[src/verilog/memPkg.sv]
package memPkg;

    // data and instruction words
    localparam int WordWidth = 32;

    // one RAM location
    localparam int ByteWidth = 8;

    typedef enum logic [1:0] {
        opLoad  = 2'd0,
        opStore = 2'd1,
        opFetch = 2'd2
    } memOpT;

    // who gets the done pulse
    typedef enum logic {
        ownData  = 1'b0,
        ownFetch = 1'b1
    } ownerT;

    // access length in bytes, 1, 2 or 4
    typedef logic [2:0] lenT;

endpackage

[src/verilog/byteSeq.sv]
`timescale 1ns/1ps

module byteSeq import memPkg::*; #(
    parameter int AddrWidth = 10
) (
    input  logic                 clk,
    input  logic                 rst,
    input  logic                 stall,

    input  logic                 start,
    input  memOpT                op,
    input  lenT                  len,
    input  logic [AddrWidth-1:0] addr,
    input  logic [WordWidth-1:0] wdata,
    output logic                 finish,
    output logic [WordWidth-1:0] rdata,

    output logic [AddrWidth-1:0] ramAddr,
    output logic                 ramWe,
    output logic [ByteWidth-1:0] ramWdata,
    input  logic [ByteWidth-1:0] ramRdata
);

    typedef enum logic [1:0] {
        seqIdle  = 2'd0,
        seqRead  = 2'd1,
        seqWrite = 2'd2,
        seqDone  = 2'd3
    } seqStateT;

    seqStateT             state;
    logic [2:0]           stage;
    logic [AddrWidth-1:0] addrQ;
    lenT                  lenQ;
    logic [WordWidth-1:0] wdataQ;
    logic [WordWidth-1:0] word;
    logic [1:0]           rdIdx;
    logic [1:0]           wrIdx;
    logic                 startStore;
    logic                 lastWrite;

    // byte returning in read stage k belongs to position k-1
    assign rdIdx = 2'(stage - 3'd1);
    assign wrIdx = stage[1:0];

    assign startStore = start && (op == opStore);
    assign lastWrite  = (state == seqWrite) && (stage == lenQ - 3'd1);

    always_ff @(posedge clk) begin
        if (rst) begin
            state <= seqIdle;
            stage <= 3'd0;
        end else if (!stall) begin
            case (state)
                seqIdle: begin
                    if (start) begin
                        stage <= 3'd1;
                        if (op == opStore) begin
                            state <= (len == 3'd1) ? seqIdle : seqWrite;
                        end else begin
                            state <= seqRead;
                        end
                    end
                end
                seqRead: begin
                    stage <= stage + 3'd1;
                    if (stage == lenQ) begin
                        state <= seqDone;
                    end
                end
                seqWrite: begin
                    stage <= stage + 3'd1;
                    if (lastWrite) begin
                        state <= seqIdle;
                    end
                end
                default: begin
                    state <= seqIdle;
                end
            endcase
        end
    end

    always_ff @(posedge clk) begin
        if (!stall) begin
            if (state == seqIdle && start) begin
                addrQ  <= addr + AddrWidth'(1);
                lenQ   <= len;
                wdataQ <= wdata;
                // zero fill above len
                word   <= '0;
            end else begin
                addrQ <= addrQ + AddrWidth'(1);
                if (state == seqRead) begin
                    word[rdIdx*ByteWidth +: ByteWidth] <= ramRdata;
                end
            end
        end
    end

    // on stall re-issue the previous address so ramRdata keeps the pending byte
    always_comb begin
        if (start) begin
            ramAddr = addr;
        end else if (stall) begin
            ramAddr = addrQ - AddrWidth'(1);
        end else begin
            ramAddr = addrQ;
        end
    end

    assign ramWe    = !stall && (startStore || state == seqWrite);
    assign ramWdata = start ? wdata[ByteWidth-1:0] : wdataQ[wrIdx*ByteWidth +: ByteWidth];

    // stores finish in the last write cycle, loads one cycle after the last byte
    assign finish = !stall && ((startStore && len == 3'd1) || lastWrite
                               || state == seqDone);
    assign rdata  = word;

endmodule

[config.mk]
export PLATFORM = sky130hd
export DESIGN_NAME = byteSeq
export DESIGN_NICKNAME = d
export VERILOG_FILES = /design/src/verilog/memPkg.sv /design/src/verilog/byteSeq.sv
export SDC_FILE = /design/constraint.sdc
export NUM_CORES = 1
export LEC_CHECK = 0
export BUFFER_PORTS_ARGS = -buffer_cell sky130_fd_sc_hd__buf_2
export CAP_MARGIN = 10
export CORE_MARGIN = 1.5
export CORE_UTILIZATION = 40
export CTS_CLUSTER_DIAMETER = 200
export DETAILED_ROUTE_END_ITERATION = 10
export HOLD_SLACK_MARGIN = 0.06
export PLACE_DENSITY = 0.75
export SLEW_MARGIN = 20
export SYNTH_ARGS = -nofsm -noshare
export SYNTH_HDL_FRONTEND = slang
export SYNTH_SLANG_ARGS = --single-unit
[constraint.sdc]
create_clock -name clk -period 2.8 [get_ports clk]
set_input_delay 0.42 -clock clk [delete_from_list [all_inputs] [get_ports clk]]
set_output_delay 0.42 -clock clk [all_outputs]
set_load 0.01 [all_outputs]
==> results_dict.tcl <==
set metrics [dict create \
    firstDrtPassIters 5 \
    areaGrowthSynthToFinish_pct 21.3 \
    start_util 0.417 \
    synthTopCellsByArea "edfxtp_1 (53%), nor2b_1 (4.7%), a21oi_1 (4.4%)" \
    crit_required_ps 2380 \
    cts_max_path_buffers 2 \
    power.switching_w 0.000986 \
    hp-class "in2reg" \
    place_congestion 0.864 \
    hpwl_um 6880 \
    slew_violations 0 \
    worst_slack_ps 285 \
    drtIter0Drc 235 \
    internal-power_w 0.00240 \
    grt_max_degree 36 \
    fin_crit_ps 2510 \
    ant_nets 0 \
    cts_made_buffers 9 \
    fin_skew_ps 8.62 \
    io_buffers 110 \
    wire_per_inst_um 14.9 \
    antenna_cells 0 \
    via_per_inst 5.14 \
    setup_violations 0 \
    avgSynthCellArea_sq_um 11.5 \
    p_sw_frac 0.291 \
    drc_errors 0 \
    synth_cells 381 \
    die_w_um 107 \
    leakage_nw 2.11 \
    final_cell_mix "buf_2 (110), edfxtp_1 (77), nand2_1 (43)" \
    syn-cell-area_sq_um 4370 \
    p_seq_frac 0.486 \
    power_density_nw_per_um2 639 \
    tns_ps 0 \
    clkTransAtPathRegs_ps 80 \
    synth_seq_cells 82 \
    die_h_um 107 \
    synth_compound_gate_area_share 0.0820 \
    core-area_sq_um 10500 \
    yosysUniqueCellTypes 45 \
    rsz0062_at_grt "no" \
    post-place-ws_ps 465 \
    synth_fa_ha_area_frac 0.0373 \
    ys_warn_count 0 \
    critPathArrivalTime_ps 2090 \
    async_flop_share 0 \
    tightest_slew_ps 842 \
    synth_top_area_share 0.530 \
    drive_gt1_frac 0.305 \
    maxCapViolations 0 \
    ys.flop_type "edfxtp_1" \
    vias 3262 \
    final_common_cell "buf_2" \
    syn_nets 453 \
    dieArea_sq_um 11500 \
    crit_path_max_fanout 6 \
    antenna_found_initial 1 \
    htree_levels 3 \
    fin_crit_sh 0.898 \
    grt.overflow.total 0 \
    comb_power_share 0.247 \
    cts-root-buf "clkbuf_8" \
    synth.largest_area_cell "edfxtp_1" \
    crit_path_start_kind "flop" \
    cts_resized 0 \
    power_frac_clock 0.266 \
    ys_seq_area_frac 0.553 \
    slew_headroom 0.437 \
    drt-total-wl_um 9490 \
    synth-xor-area-share 0.0522 \
    finalHoldViolCount 0 \
    status "complete, no violations" \
    vdd_ir_drop_max_mv 0.389 \
    crit_path_end_kind "output port" \
    grt_pass1_wl_um 15400 \
    cts_hold_buffers 0 \
    synth_edf_count 77 \
    cts_setup_buffers 0 \
    cts_tree "built" \
    nNetsFinal 567 \
    rows 37 \
    max_freq_mhz 398 \
    grt.total_usage 0.171 \
    io_pins 111 \
    critPathKind "reg2out" \
    worst_skew_pair.late_latency_ps 340 \
    grt_pass1_vias 3206 \
    synth-simple-area-share 0.186 \
    synth_top_family_by_area "simple AND/OR/NAND/NOR gates" \
    synthMuxAreaShare 0.0648 \
    cts.sinks 82 \
]
[cells in the mapped netlist, types with 4 or more instances]
library cell and count:
a31oi_1 4, xnor2_1 14, ha_1 13, nor2_1 40, xor2_1 12, mux2i_1 8
o21ai_0 12, clkbuf_1 10, nand2_1 43, a21oi_1 38, edfxtp_1 77, nor2b_1 33
nand3_1 10, mux4_2 8, inv_1 11, dfxtp_1 5
[state kept, by name, summed over array words and instances (netlist names)]
name / flops
rdata: 32
wdataQ: 32
addrQ: 10
state: 2
lenQ: 3
stage: 3
[logic make-up (layout without fill, tap and decap cells)]
family,count (synthesis),count (layout)
buf+inv,26,144
simple gates,152,152
compound gates,64,64
mux,18,18
fa+ha+maj,13,13
flops,82,82
xor+xnor,26,26
[layout make-up]
class                           instances  area, sq um
Fill cell                             960         5170
Sequential cell                        82         2410
Multi-Input combinational cell        273         1850
Timing Repair Buffer                  118          611
Tap cell                              136          170
Clock buffer                           10          128
Clock inverter                          5         80.1
Inverter                               11         41.3
[critical path: stages (launching register included)]
cell and delay (ps):
edfxtp_1 520, inv_1 110, ha_1 190, nand4bb_1 220
nor4b_2 340, xnor2_1 160, o21ai_1 70, buf_2 140
[worst paths after layout]
kind,slack [ps],to,startpoint,cells past startpoint
worst max-delay path,290,ramAddr[8],addrQ[0],7
worst min-delay path,250,wdataQ[19],wdata[19],1
worst max register to register,440,addrQ[8],state[0],8
worst min register to register,590,state[0],state[0],2
[layer usage]
metal | track usage | vias to the layer above | routed length (um)
li1 | - | 1588 | -
met1 | 0.220 | 1522 | 4160
met2 | 0.282 | 139 | 4580
met3 | 0.0436 | 11 | 656
met4 | 0.0573 | 2 | 75
met5 | 0 | - | 12
[per-stage QoR]
stage	util	power, W	hold slack [ps]	cell area [sq um]	instances
global placement	0.486	0.00249	559	5090	620
finish	0.506	0.00339	248	5300	635
detailed placement	0.486	0.00251	583	5090	620
global route	0.506	0.00358	220	5300	635
floorplan	-	0.00222	489	4370	381
CTS	0.506	0.00342	223	5300	635
[power groups by stage]
stage	clock, W	combinational (W)	sequential, W
after floorplan	0	0.000544	0.00167
after global placement	0	0.000823	0.00167
after detailed placement	0	0.000837	0.00167
after CTS	0.000932	0.000843	0.00165
after global routing	0.000975	0.000939	0.00166
final	0.000901	0.000838	0.00165
No activity file was read; power rests on OpenSTA's default activity.
