===== src/verilog/memPkg.sv =====
package memPkg;

    // data and instruction words
    localparam int WordWidth = 32;

    // one RAM location
    localparam int ByteWidth = 8;

    typedef enum logic [1:0] {
        opLoad  = 2'd0,
        opStore = 2'd1,
        opFetch = 2'd2
    } memOpT;

    // who gets the done pulse
    typedef enum logic {
        ownData  = 1'b0,
        ownFetch = 1'b1
    } ownerT;

    // access length in bytes, 1, 2 or 4
    typedef logic [2:0] lenT;

endpackage


===== src/verilog/reqArbiter.sv =====
`timescale 1ns/1ps

module reqArbiter import memPkg::*; #(
    parameter int AddrWidth = 10
) (
    input  logic                 clk,
    input  logic                 rst,
    input  logic                 stall,

    input  logic                 fetchEn,
    input  logic [AddrWidth-1:0] fetchAddr,
    output logic                 fetchDone,
    output logic [WordWidth-1:0] fetchInst,

    input  logic                 dataEn,
    input  memOpT                dataOp,
    input  lenT                  dataLen,
    input  logic [AddrWidth-1:0] dataAddr,
    input  logic [WordWidth-1:0] dataWdata,
    output logic                 dataDone,
    output logic [WordWidth-1:0] dataRdata,

    output logic                 start,
    output memOpT                op,
    output lenT                  len,
    output logic [AddrWidth-1:0] addr,
    output logic [WordWidth-1:0] wdata,
    input  logic                 finish,
    input  logic [WordWidth-1:0] rdata
);

    logic                 busy;
    logic                 startPend;
    logic                 dataDoneQ;
    logic                 fetchDoneQ;
    ownerT                owner;
    logic                 dataReq;
    logic                 fetchReq;
    memOpT                opQ;
    lenT                  lenQ;
    logic [AddrWidth-1:0] addrQ;
    logic [WordWidth-1:0] wdataQ;

    // a client still holding enable right after its done is not served again
    assign dataReq  = dataEn && !dataDoneQ;
    assign fetchReq = fetchEn && !fetchDoneQ;

    always_ff @(posedge clk) begin
        if (rst) begin
            busy       <= 1'b0;
            startPend  <= 1'b0;
            dataDoneQ  <= 1'b0;
            fetchDoneQ <= 1'b0;
            owner      <= ownData;
        end else if (!stall) begin
            dataDoneQ  <= dataDone;
            fetchDoneQ <= fetchDone;
            if (!busy) begin
                if (dataReq || fetchReq) begin
                    busy      <= 1'b1;
                    startPend <= 1'b1;
                    owner     <= dataReq ? ownData : ownFetch;
                end
            end else begin
                startPend <= 1'b0;
                if (finish) begin
                    busy <= 1'b0;
                end
            end
        end
    end

    // request fields, data port wins
    always_ff @(posedge clk) begin
        if (!stall && !busy) begin
            if (dataReq) begin
                opQ    <= dataOp;
                lenQ   <= dataLen;
                addrQ  <= dataAddr;
                wdataQ <= dataWdata;
            end else if (fetchReq) begin
                opQ    <= opFetch;
                lenQ   <= 3'd4;
                addrQ  <= fetchAddr;
                wdataQ <= '0;
            end
        end
    end

    assign start = startPend && !stall;
    assign op    = opQ;
    assign len   = lenQ;
    assign addr  = addrQ;
    assign wdata = wdataQ;

    assign dataDone  = finish && (owner == ownData);
    assign fetchDone = finish && (owner == ownFetch);
    assign dataRdata = dataDone ? rdata : '0;
    assign fetchInst = fetchDone ? rdata : '0;

endmodule

===== config.mk =====
export PLATFORM = sky130hd
export DESIGN_NAME = reqArbiter
export DESIGN_NICKNAME = d
export VERILOG_FILES = /design/src/verilog/memPkg.sv /design/src/verilog/reqArbiter.sv
export SDC_FILE = /design/constraint.sdc
export NUM_CORES = 1
export LEC_CHECK = 0
export BUFFER_PORTS_ARGS = -buffer_cell sky130_fd_sc_hd__buf_2
export CAP_MARGIN = 0
export CORE_ASPECT_RATIO = 1.5
export CORE_MARGIN = 2
export CORE_UTILIZATION = 39
export CTS_BUF_LIST = sky130_fd_sc_hd__clkbuf_4 sky130_fd_sc_hd__clkbuf_8 sky130_fd_sc_hd__clkbuf_16
export CTS_CLUSTER_DIAMETER = 150
export CTS_CLUSTER_SIZE = 30
export DETAILED_ROUTE_END_ITERATION = 6
export PLACE_DENSITY = 0.88
export REMOVE_ABC_BUFFERS = 1
export SLEW_MARGIN = 20
export SYNTH_ARGS = -nofsm -noshare
export SYNTH_HDL_FRONTEND = slang
export SYNTH_SLANG_ARGS = --single-unit

===== constraint.sdc =====
create_clock -name clk -period 2.2 [get_ports clk]
set_input_delay 0.11 -clock clk [delete_from_list [all_inputs] [get_ports clk]]
set_output_delay 0.11 -clock clk [all_outputs]
set_load 0.03 [all_outputs]

==> results of run 1 <==
## routing by layer
| metal | vias up | routed length, um |
|---|---|---|
| met1 | 1016 | 3010 |
| met3 | 8 | 682 |
| met4 | 4 | 53 |
| li1 | 1090 | - |
| met2 | 149 | 3610 |
| met5 | - | 24 |
## critical path, stage by stage (launching register included)
cell	delay, ps
dfxtp_1	430
nor2b_4	480
and2_1	210
buf_2	200
## registers in the layout, indices dropped and copies added, names as in the netlist
signal and cells:
wdata 32, addr 10, len 3, op 2, busy 1, dataDoneQ 1, fetchDoneQ 1, owner 1
startPend 1
## through the flow
| stage | setup WS, ps | instances |
|---|---|---|
| 2_1_floorplan | -275 | 184 |
| 3_3_place_gp | 657 | 470 |
| 3_5_place_dp | 643 | 470 |
| 4_1_cts | 457 | 477 |
| 5_1_grt | 353 | 477 |
| 6_report | 469 | 477 |
## worst min-delay path by stage
stage,from,end,slack (ps),cells past startpoint
floorplan,rst,startPend,180,1
global placement,rst,startPend,330,2
detailed placement,rst,fetchDoneQ,350,2
CTS,rst,fetchDoneQ,30,2
global route,rst,startPend,30,2
finish,rst,startPend,40,2
## kinds of logic (layout without fill, tap and decap cells)
kind of cell	Yosys count	count (layout)
AO/OA/AOI/OAI	9	9
buffers and inverters	16	221
multiplexers	10	10
AND/OR/NAND/NOR	111	111
flip-flops	52	52
## final cells by class
type / instances / area (sq um) / area share
Timing Repair Buffer: 212 / 1080 / 0.293
Clock inverter: 2 / 60.1 / 0.0162
Tap cell: 74 / 92.6 / 0.0250
Clock buffer: 5 / 68.8 / 0.0186
Inverter: 2 / 7.51 / 0.00203
Multi-Input combinational cell: 130 / 880 / 0.238
Sequential cell: 52 / 1510 / 0.408
## power breakdown
part	internal [mW]	total, mW	switching (mW)
logic	0.214	0.612	0.398
clock network	0.447	0.734	0.286
registers	1.16	1.18	0.0210
total	1.82	2.53	0.705
## cell usage in the layout (no fill, tap or decap), types with 2 or more instances in the layout
master	n
bufinv_16	2
a21oi_1	3
nor2b_4	2
dfxtp_1	5
buf_4	3
and2_1	68
mux2_2	10
inv_1	2
clkbuf_8	5
buf_2	208
edfxtp_1	47
nor2_1	2
nand2_1	4
and3_1	32
nand2b_1	2
==> results.py, run 1 <==
metrics = {
    "synth": {
        "netlist_top_cells_count": "and2_1 (68), edfxtp_1 (47), and3_1 (32)",
        "synth_flop_cell": "edfxtp_1",
        "ys_types": 21,
        "synth_area_leaders": "edfxtp_1 (57%), and2_1 (17%), and3_1 (8.0%)",
        "synth_mux_area_frac": 0.0452,
        "synth_edf_count": 47,
        "synth_xor_area_frac": 0,
        "synth_area_sq_mm": 0.00249,
        "netlist_instances": 198,
        "synth_compound_area_frac": 0.0286,
        "yosysTopAreaCell": "edfxtp_1",
        "seq_area_frac_synth": 0.607,
        "synth_fa_ha_area_frac": 0,
        "synth-simple-area-share": 0.279,
        "ys_warn_count": 0,
        "synthArstFlopShare": 0,
        "synth_top_family_by_area": "simple AND/OR/NAND/NOR gates",
        "netlist.area_leader.share": 0.567,
        "ys_seq_elements": 52,
        "avgSynthCellArea_sq_um": 12.6,
        "yosys.cell_count.top_type": "and2_1",
    },
    "final_layout": {
        "area_growth_pct": 48.7,
        "drive_gt1_frac": 0.583,
        "fin_nets": 498,
        "fin_area_sq_mm": 0.00370,
        "diodes": 0,
        "nFillCells": 531,
        "utilization": 0.600,
    },
    "global_routing": {
        "globalRouteMet2Util": 0.351,
        "grt_pass1_vias": 2201,
        "grt_usage": 0.203,
        "use_met3": 0.0700,
        "grt_start_max_net_pins": 49,
        "overflow": 0,
        "antenna_found_initial": 2,
        "grt_util_met1": 0.246,
        "grt_most_used_layer": "met2",
        "grt_pass1_wl_mm": 11.0,
    },
    "floorplanning": {
        "start_util": 0.403,
        "die_y_um": 102,
        "core-area_sq_mm": 0.00617,
        "std_cell_rows": 35,
        "io_pins": 209,
        "die_x_um": 69.3,
        "die_area_sq_mm": 0.00706,
    },
    "worst_setup_path": {
        "r2r-end": "addr[2]",
        "reg2reg_depth": 3,
        "critical_path.endpoint": "dataRdata[19]",
        "r2r_start": "dataDoneQ",
        "cp-startpoint": "owner",
        "cp_max_fo": 34,
        "cp-start-kind": "register",
        "cp-end-kind": "output port",
        "arrival_ps": 1620,
        "path_class": "reg -> out",
        "critPathRequiredTime_ps": 2090,
        "regToRegSetupSlack_ps": 650,
    },
    "routing": {
        "via_count": 2267,
        "vias_per_cell": 4.75,
        "drt_wl_total_mm": 7.38,
        "remaining_drc_errors": 0,
        "ant_nets": 0,
        "drt_iter0_markers": 147,
        "routedWlPerCell_um": 15.5,
        "dr.pass1.iters": 4,
    },
    "clock_network": {
        "clockBufferDepth": 2,
        "cts_sinks": 52,
        "root_buffer": "clkbuf_8",
        "worst_skew_pair.late_latency_ps": 290,
        "cts_resized": 0,
        "ctsHtreeMaxLevel": 2,
        "numCtsBuffers": 5,
        "cts_tree": "done",
        "cts_hold_buf": 0,
        "post-cts-setup-buffer-count": 0,
        "cts.clk_slew.worst_paths_ps": 90,
    },
    "sta": {
        "worstMarginPinSlew_ps": 514,
        "finalCritPeriodShare": 0.787,
        "timing.fmax_mhz": 578,
        "setup_violations": 0,
        "tns_ps": 0,
        "rsz0062_at_grt": "no",
        "whs_ps": 38.2,
        "slew_viol_final": 0,
        "maxSlewHeadroom": 0.657,
        "fin_crit_ps": 1730,
        "clock_skew_ps": 6.50,
        "hold_violations": 0,
    },
    "worst_hold_path": {
        "hp-class": "in -> reg",
    },
    "placement": {
        "hpwl_mm": 6.00,
        "gp_congestion": 0.833,
        "io_buffers": 208,
        "place_area_sq_mm": 0.00357,
    },
    "pwr": {
        "power_leakage_nw": 1.96,
        "p_total_mw": 2.53,
        "ir_drop_v": 0.000468,
        "power_density_mw_per_mm2": 682,
    },
    "run_status": {
        "outcome": "finished, final reports clean",
    },
    "flow_run": {
        "cap_viol_max_count": 0,
    },
}
Note: power is estimated with default switching activity, not from simulation.
==> inputs of run 2 (changes only) <==
- clock period: 2.2 -> 1.7 ns (I/O delays scaled with it)
==> results.py, run 2 (synthesis results as in run 1) <==
metrics = {
    "clock_network": {
        "cts.clk_slew.worst_paths_ps": 90,
        "cts_tree": "done",
        "numCtsBuffers": 5,
        "cts_sinks": 52,
        "ctsHtreeMaxLevel": 2,
        "clockBufferDepth": 2,
        "post-cts-setup-buffer-count": 0,
        "worst_skew_pair.late_latency_ps": 300,
        "root_buffer": "clkbuf_8",
    },
    "sta": {
        "rsz0062_at_grt": "no",
        "hold_violations": 0,
        "setup_violations": 0,
        "setup_ws_ps": 170,
        "fin_crit_ps": 1530,
        "finalCritPeriodShare": 0.900,
        "worstMarginPinSlew_ps": 333,
        "slew_viol_final": 0,
        "timing.fmax_mhz": 654,
        "maxSlewHeadroom": 0.777,
        "whs_ps": 49.3,
        "clock_skew_ps": 6.71,
    },
    "final_layout": {
        "utilization": 0.601,
        "layout_commonest_cell": "buf_2",
        "fin_nets": 501,
        "area_growth_pct": 49.0,
        "multi_input_area_sq_um": 893,
        "nFillCells": 515,
        "regArea_sq_mm": 0.00151,
        "diodes": 0,
        "drive_gt1_frac": 0.587,
        "final_cell_mix": "buf_2 (208), and2_1 (68), edfxtp_1 (47)",
        "largest_register_ffs": 32,
    },
    "routing": {
        "drt_wl_total_mm": 7.49,
        "via_count": 2262,
        "routedWlPerCell_um": 15.6,
        "dr.pass1.iters": 4,
        "drt_iter0_markers": 220,
        "ant_nets": 0,
        "vias_per_cell": 4.70,
        "remaining_drc_errors": 0,
    },
    "floorplanning": {
        "die_x_um": 69.3,
        "die_area_sq_mm": 0.00706,
        "std_cell_rows": 35,
        "die_y_um": 102,
        "io_pins": 209,
        "core-area_sq_mm": 0.00617,
        "start_util": 0.403,
    },
    "run_status": {
        "outcome": "finished, final reports clean",
    },
    "global_routing": {
        "grt_usage": 0.197,
        "grt_pass1_vias": 2188,
        "antenna_found_initial": 0,
        "overflow": 0,
        "grt_pass1_wl_mm": 10.7,
        "grt_start_max_net_pins": 49,
    },
    "pwr": {
        "power_leakage_nw": 1.96,
        "power_density_mw_per_mm2": 822,
        "ir_drop_v": 0.000452,
    },
    "worst_setup_path": {
        "cp-end-kind": "output port",
        "critPathRequiredTime_ps": 1620,
        "arrival_ps": 1450,
        "cp_max_fo": 27,
        "cp-start-kind": "register",
        "path_class": "reg -> out",
        "reg2reg_depth": 3,
    },
    "placement": {
        "pre_cts_ws_ps": 351,
        "gp_congestion": 0.813,
        "hpwl_mm": 5.82,
        "io_buffers": 208,
    },
    "flow_run": {
        "cap_viol_max_count": 0,
    },
    "worst_hold_path": {
        "hp-class": "in -> reg",
        "min_path_cells": 2,
    },
}
-- run 2: cell type report --
| cell class | instances | share of cell area |
|---|---|---|
| clock buffer | 6 | 0.0206 |
| clock inverter | 2 | 0.00438 |
| inverter | 2 | 0.00202 |
| multi-input combinational | 131 | 0.241 |
| sequential | 52 | 0.407 |
| tap | 74 | 0.0249 |
| timing repair buffer | 214 | 0.300 |
-- run 2: what timing repair did --
action | CTS | global route
hold buffers | 1 | 0
setup endpoints to repair | 0 | 33
gates resized for setup | 0 | 2
endpoints found under the hold margin | 1 | 0
-- run 2: critical path, stage by stage (launching register included) --
cell and delay [ps]:
dfxtp_2 480, buf_4 280, and3_1 180, buf_2 200
-- run 2: path summary, 6_finish.rpt --
check	startpoint	end	slack (ps)
setup / recovery	owner	fetchInst[20]	170
hold / removal	dataWdata[22]	wdata[22]	50
setup reg to reg	fetchDoneQ	wdata[19]	390
hold reg to reg	fetchDoneQ	fetchDoneQ	480
-- run 2: power breakdown --
part           switching [mW]  internal [mW]
Sequential             0.0282           1.50
Clock                   0.405          0.309
Combinational           0.520          0.287
Total                   0.953           2.10
-- run 2: per-layer routing --
layer,track usage,vias to the layer above,share of wire
met4,0.0573,0,0.013
met2,0.325,141,0.48
met5,0,-,0
li1,-,1100,-
met1,0.246,1011,0.41
met3,0.0720,10,0.10
-- run 2: metrics by stage --
| stage | cell area, sq um | TNS [ps] | std cells | total power, mW |
|---|---|---|---|---|
| CTS | 3700 | 0 | 480 | 3.07 |
| detailed placement | 3590 | 0 | 471 | 2.36 |
| finish | 3710 | 0 | 481 | 3.05 |
| floorplan | 2400 | -37150 | 184 | 2.04 |
| global placement | 3590 | 0 | 471 | 2.34 |
| global route | 3710 | 0 | 481 | 3.17 |
==> inputs of run 3 (changes only) <==
- HOLD_SLACK_MARGIN: default -> 0.12
- PLACE_DENSITY: 0.88 -> 0.91
==> results.py, run 3 (synthesis results as in run 1) <==
metrics = {
    "floorplanning": {
        "die_y_um": 102,
        "die_area_sq_mm": 0.00706,
        "core-area_sq_mm": 0.00617,
        "std_cell_rows": 35,
        "start_util": 0.403,
        "die_x_um": 69.3,
        "io_pins": 209,
    },
    "sta": {
        "tns_ps": 0,
        "rsz0062_at_grt": "no",
        "fin_crit_ps": 1610,
        "timing.fmax_mhz": 620,
        "hold_violations": 0,
        "slew_viol_final": 0,
        "setup_ws_ps": 86.3,
        "clock_skew_ps": 5.23,
        "maxSlewHeadroom": 0.637,
        "worstMarginPinSlew_ps": 542,
        "setup_violations": 0,
        "finalCritPeriodShare": 0.949,
    },
    "routing": {
        "via_count": 2573,
        "vias_per_cell": 4.75,
        "remaining_drc_errors": 0,
        "dr.pass1.iters": 4,
        "ant_nets": 0,
        "drt_wl_total_mm": 9.08,
        "routedWlPerCell_um": 16.7,
        "drt_iter0_markers": 224,
    },
    "global_routing": {
        "grt_most_used_layer": "met2",
        "grt_pass1_wl_mm": 13.1,
        "grt_pass1_vias": 2542,
        "grt_usage": 0.243,
        "grt_util_met1": 0.301,
        "overflow": 0,
        "globalRouteMet2Util": 0.419,
        "grt_start_max_net_pins": 38,
        "use_met3": 0.0493,
        "antenna_found_initial": 0,
    },
    "worst_setup_path": {
        "critPathRequiredTime_ps": 1620,
        "cp-start-kind": "register",
        "cp_max_fo": 17,
        "slowest_stage": "nor2b_2",
        "crit_chain": "nor2b_2 > and2_1 > buf_2",
        "path_class": "reg -> out",
        "critical_path.max_stage_delay_ps": 470,
        "cp-end-kind": "output port",
        "arrival_ps": 1530,
    },
    "placement": {
        "post-place-cells": 472,
        "pre_cts_ws_ps": 390,
        "hpwl_mm": 6.24,
        "io_buffers": 208,
        "gp_congestion": 0.804,
    },
    "pwr": {
        "p_total_mw": 3.28,
        "power_density_mw_per_mm2": 760,
        "power_leakage_nw": 2.21,
        "ir_drop_v": 0.000474,
    },
    "clock_network": {
        "cts.clk_slew.worst_paths_ps": 90,
        "cts_sinks": 52,
        "ctsHtreeMaxLevel": 2,
        "cts_tree": "done",
        "post-cts-setup-buffer-count": 0,
        "numCtsBuffers": 5,
        "clockBufferDepth": 2,
        "root_buffer": "clkbuf_8",
        "worst_skew_pair.late_latency_ps": 300,
    },
    "final_layout": {
        "area_growth_pct": 73.3,
        "stdcell_count": 542,
        "final_cell_mix": "buf_2 (208), and2_1 (68), dlygate4sd3_1 (59)",
        "largest_register_ffs": 32,
        "nFillCells": 457,
        "drive_gt1_frac": 0.511,
        "fin_nets": 560,
        "layout_commonest_cell": "buf_2",
    },
    "worst_hold_path": {
        "hp-class": "in -> reg",
    },
    "flow_run": {
        "cap_viol_max_count": 0,
    },
    "run_status": {
        "outcome": "finished, final reports clean",
    },
}
## run 3: cell count changes in the layout (fill, tap and decap cells not counted)
cell	change
clkbuf_4	-1
dfxtp_1	+1
nor2b_4	-1
bufinv_16	+1
buf_4	+1
diode_2	+2
nor2b_2	+1
dfxtp_2	-1
clkinv_1	+1
dlygate4sd3_1	+58
clkinvlp_4	-1
## run 3: path summary, 6_finish.rpt
check / start / slack, ps / cells after the start / end
setup / recovery: owner / 90 / 3 / dataRdata[22]
hold / removal: fetchEn / 270 / 4 / startPend
setup reg to reg: dataDoneQ / 380 / 3 / addr[4]
hold reg to reg: fetchDoneQ / 460 / 2 / fetchDoneQ
## run 3: routing by layer
metal  part of all wire  up-vias
met3              0.086       16
met1               0.39     1160
met5                  0        -
li1                   -     1218
met2               0.50      179
met4              0.022        0
## run 3: stage by stage
step,utilization,cell area (sq um),hold slack [ps]
finish,0.699,4320,268
global route,0.698,4310,291
CTS,0.697,4300,258
detailed placement,0.583,3600,325
global placement,0.583,3600,316
floorplan,-,2400,151
## run 3: worst max-delay path: cells and delay by family, from the launching register on
family | cells | cell delay (ps)
simple gates | 2 | 670
flops | 1 | 370
buf+inv | 1 | 200
## run 3: power breakdown
group	switching, mW	internal [mW]	leakage, nW	total [mW]
sequential	0.0266	1.50	0.492	1.53
clock	0.386	0.436	0.0558	0.822
combinational	0.558	0.376	1.66	0.934
total	0.971	2.31	2.21	3.28
## run 3: final cells by class
cell class | count | area [sq um] | area share
timing repair buffer | 273 | 1700 | 0.394
clock inverter | 3 | 42.5 | 0.00985
multi-input combinational | 131 | 888 | 0.206
tap | 74 | 92.6 | 0.0214
inverter | 2 | 7.51 | 0.00174
antenna | 2 | 5.00 | 0.00116
clock buffer | 5 | 68.8 | 0.0159
sequential | 52 | 1510 | 0.350
## run 3: what timing repair did
action,4_1_cts,5_1_grt
endpoints found under the hold margin,51,0
setup endpoints to repair,0,7
gates resized for setup,0,0
hold buffers,59,0
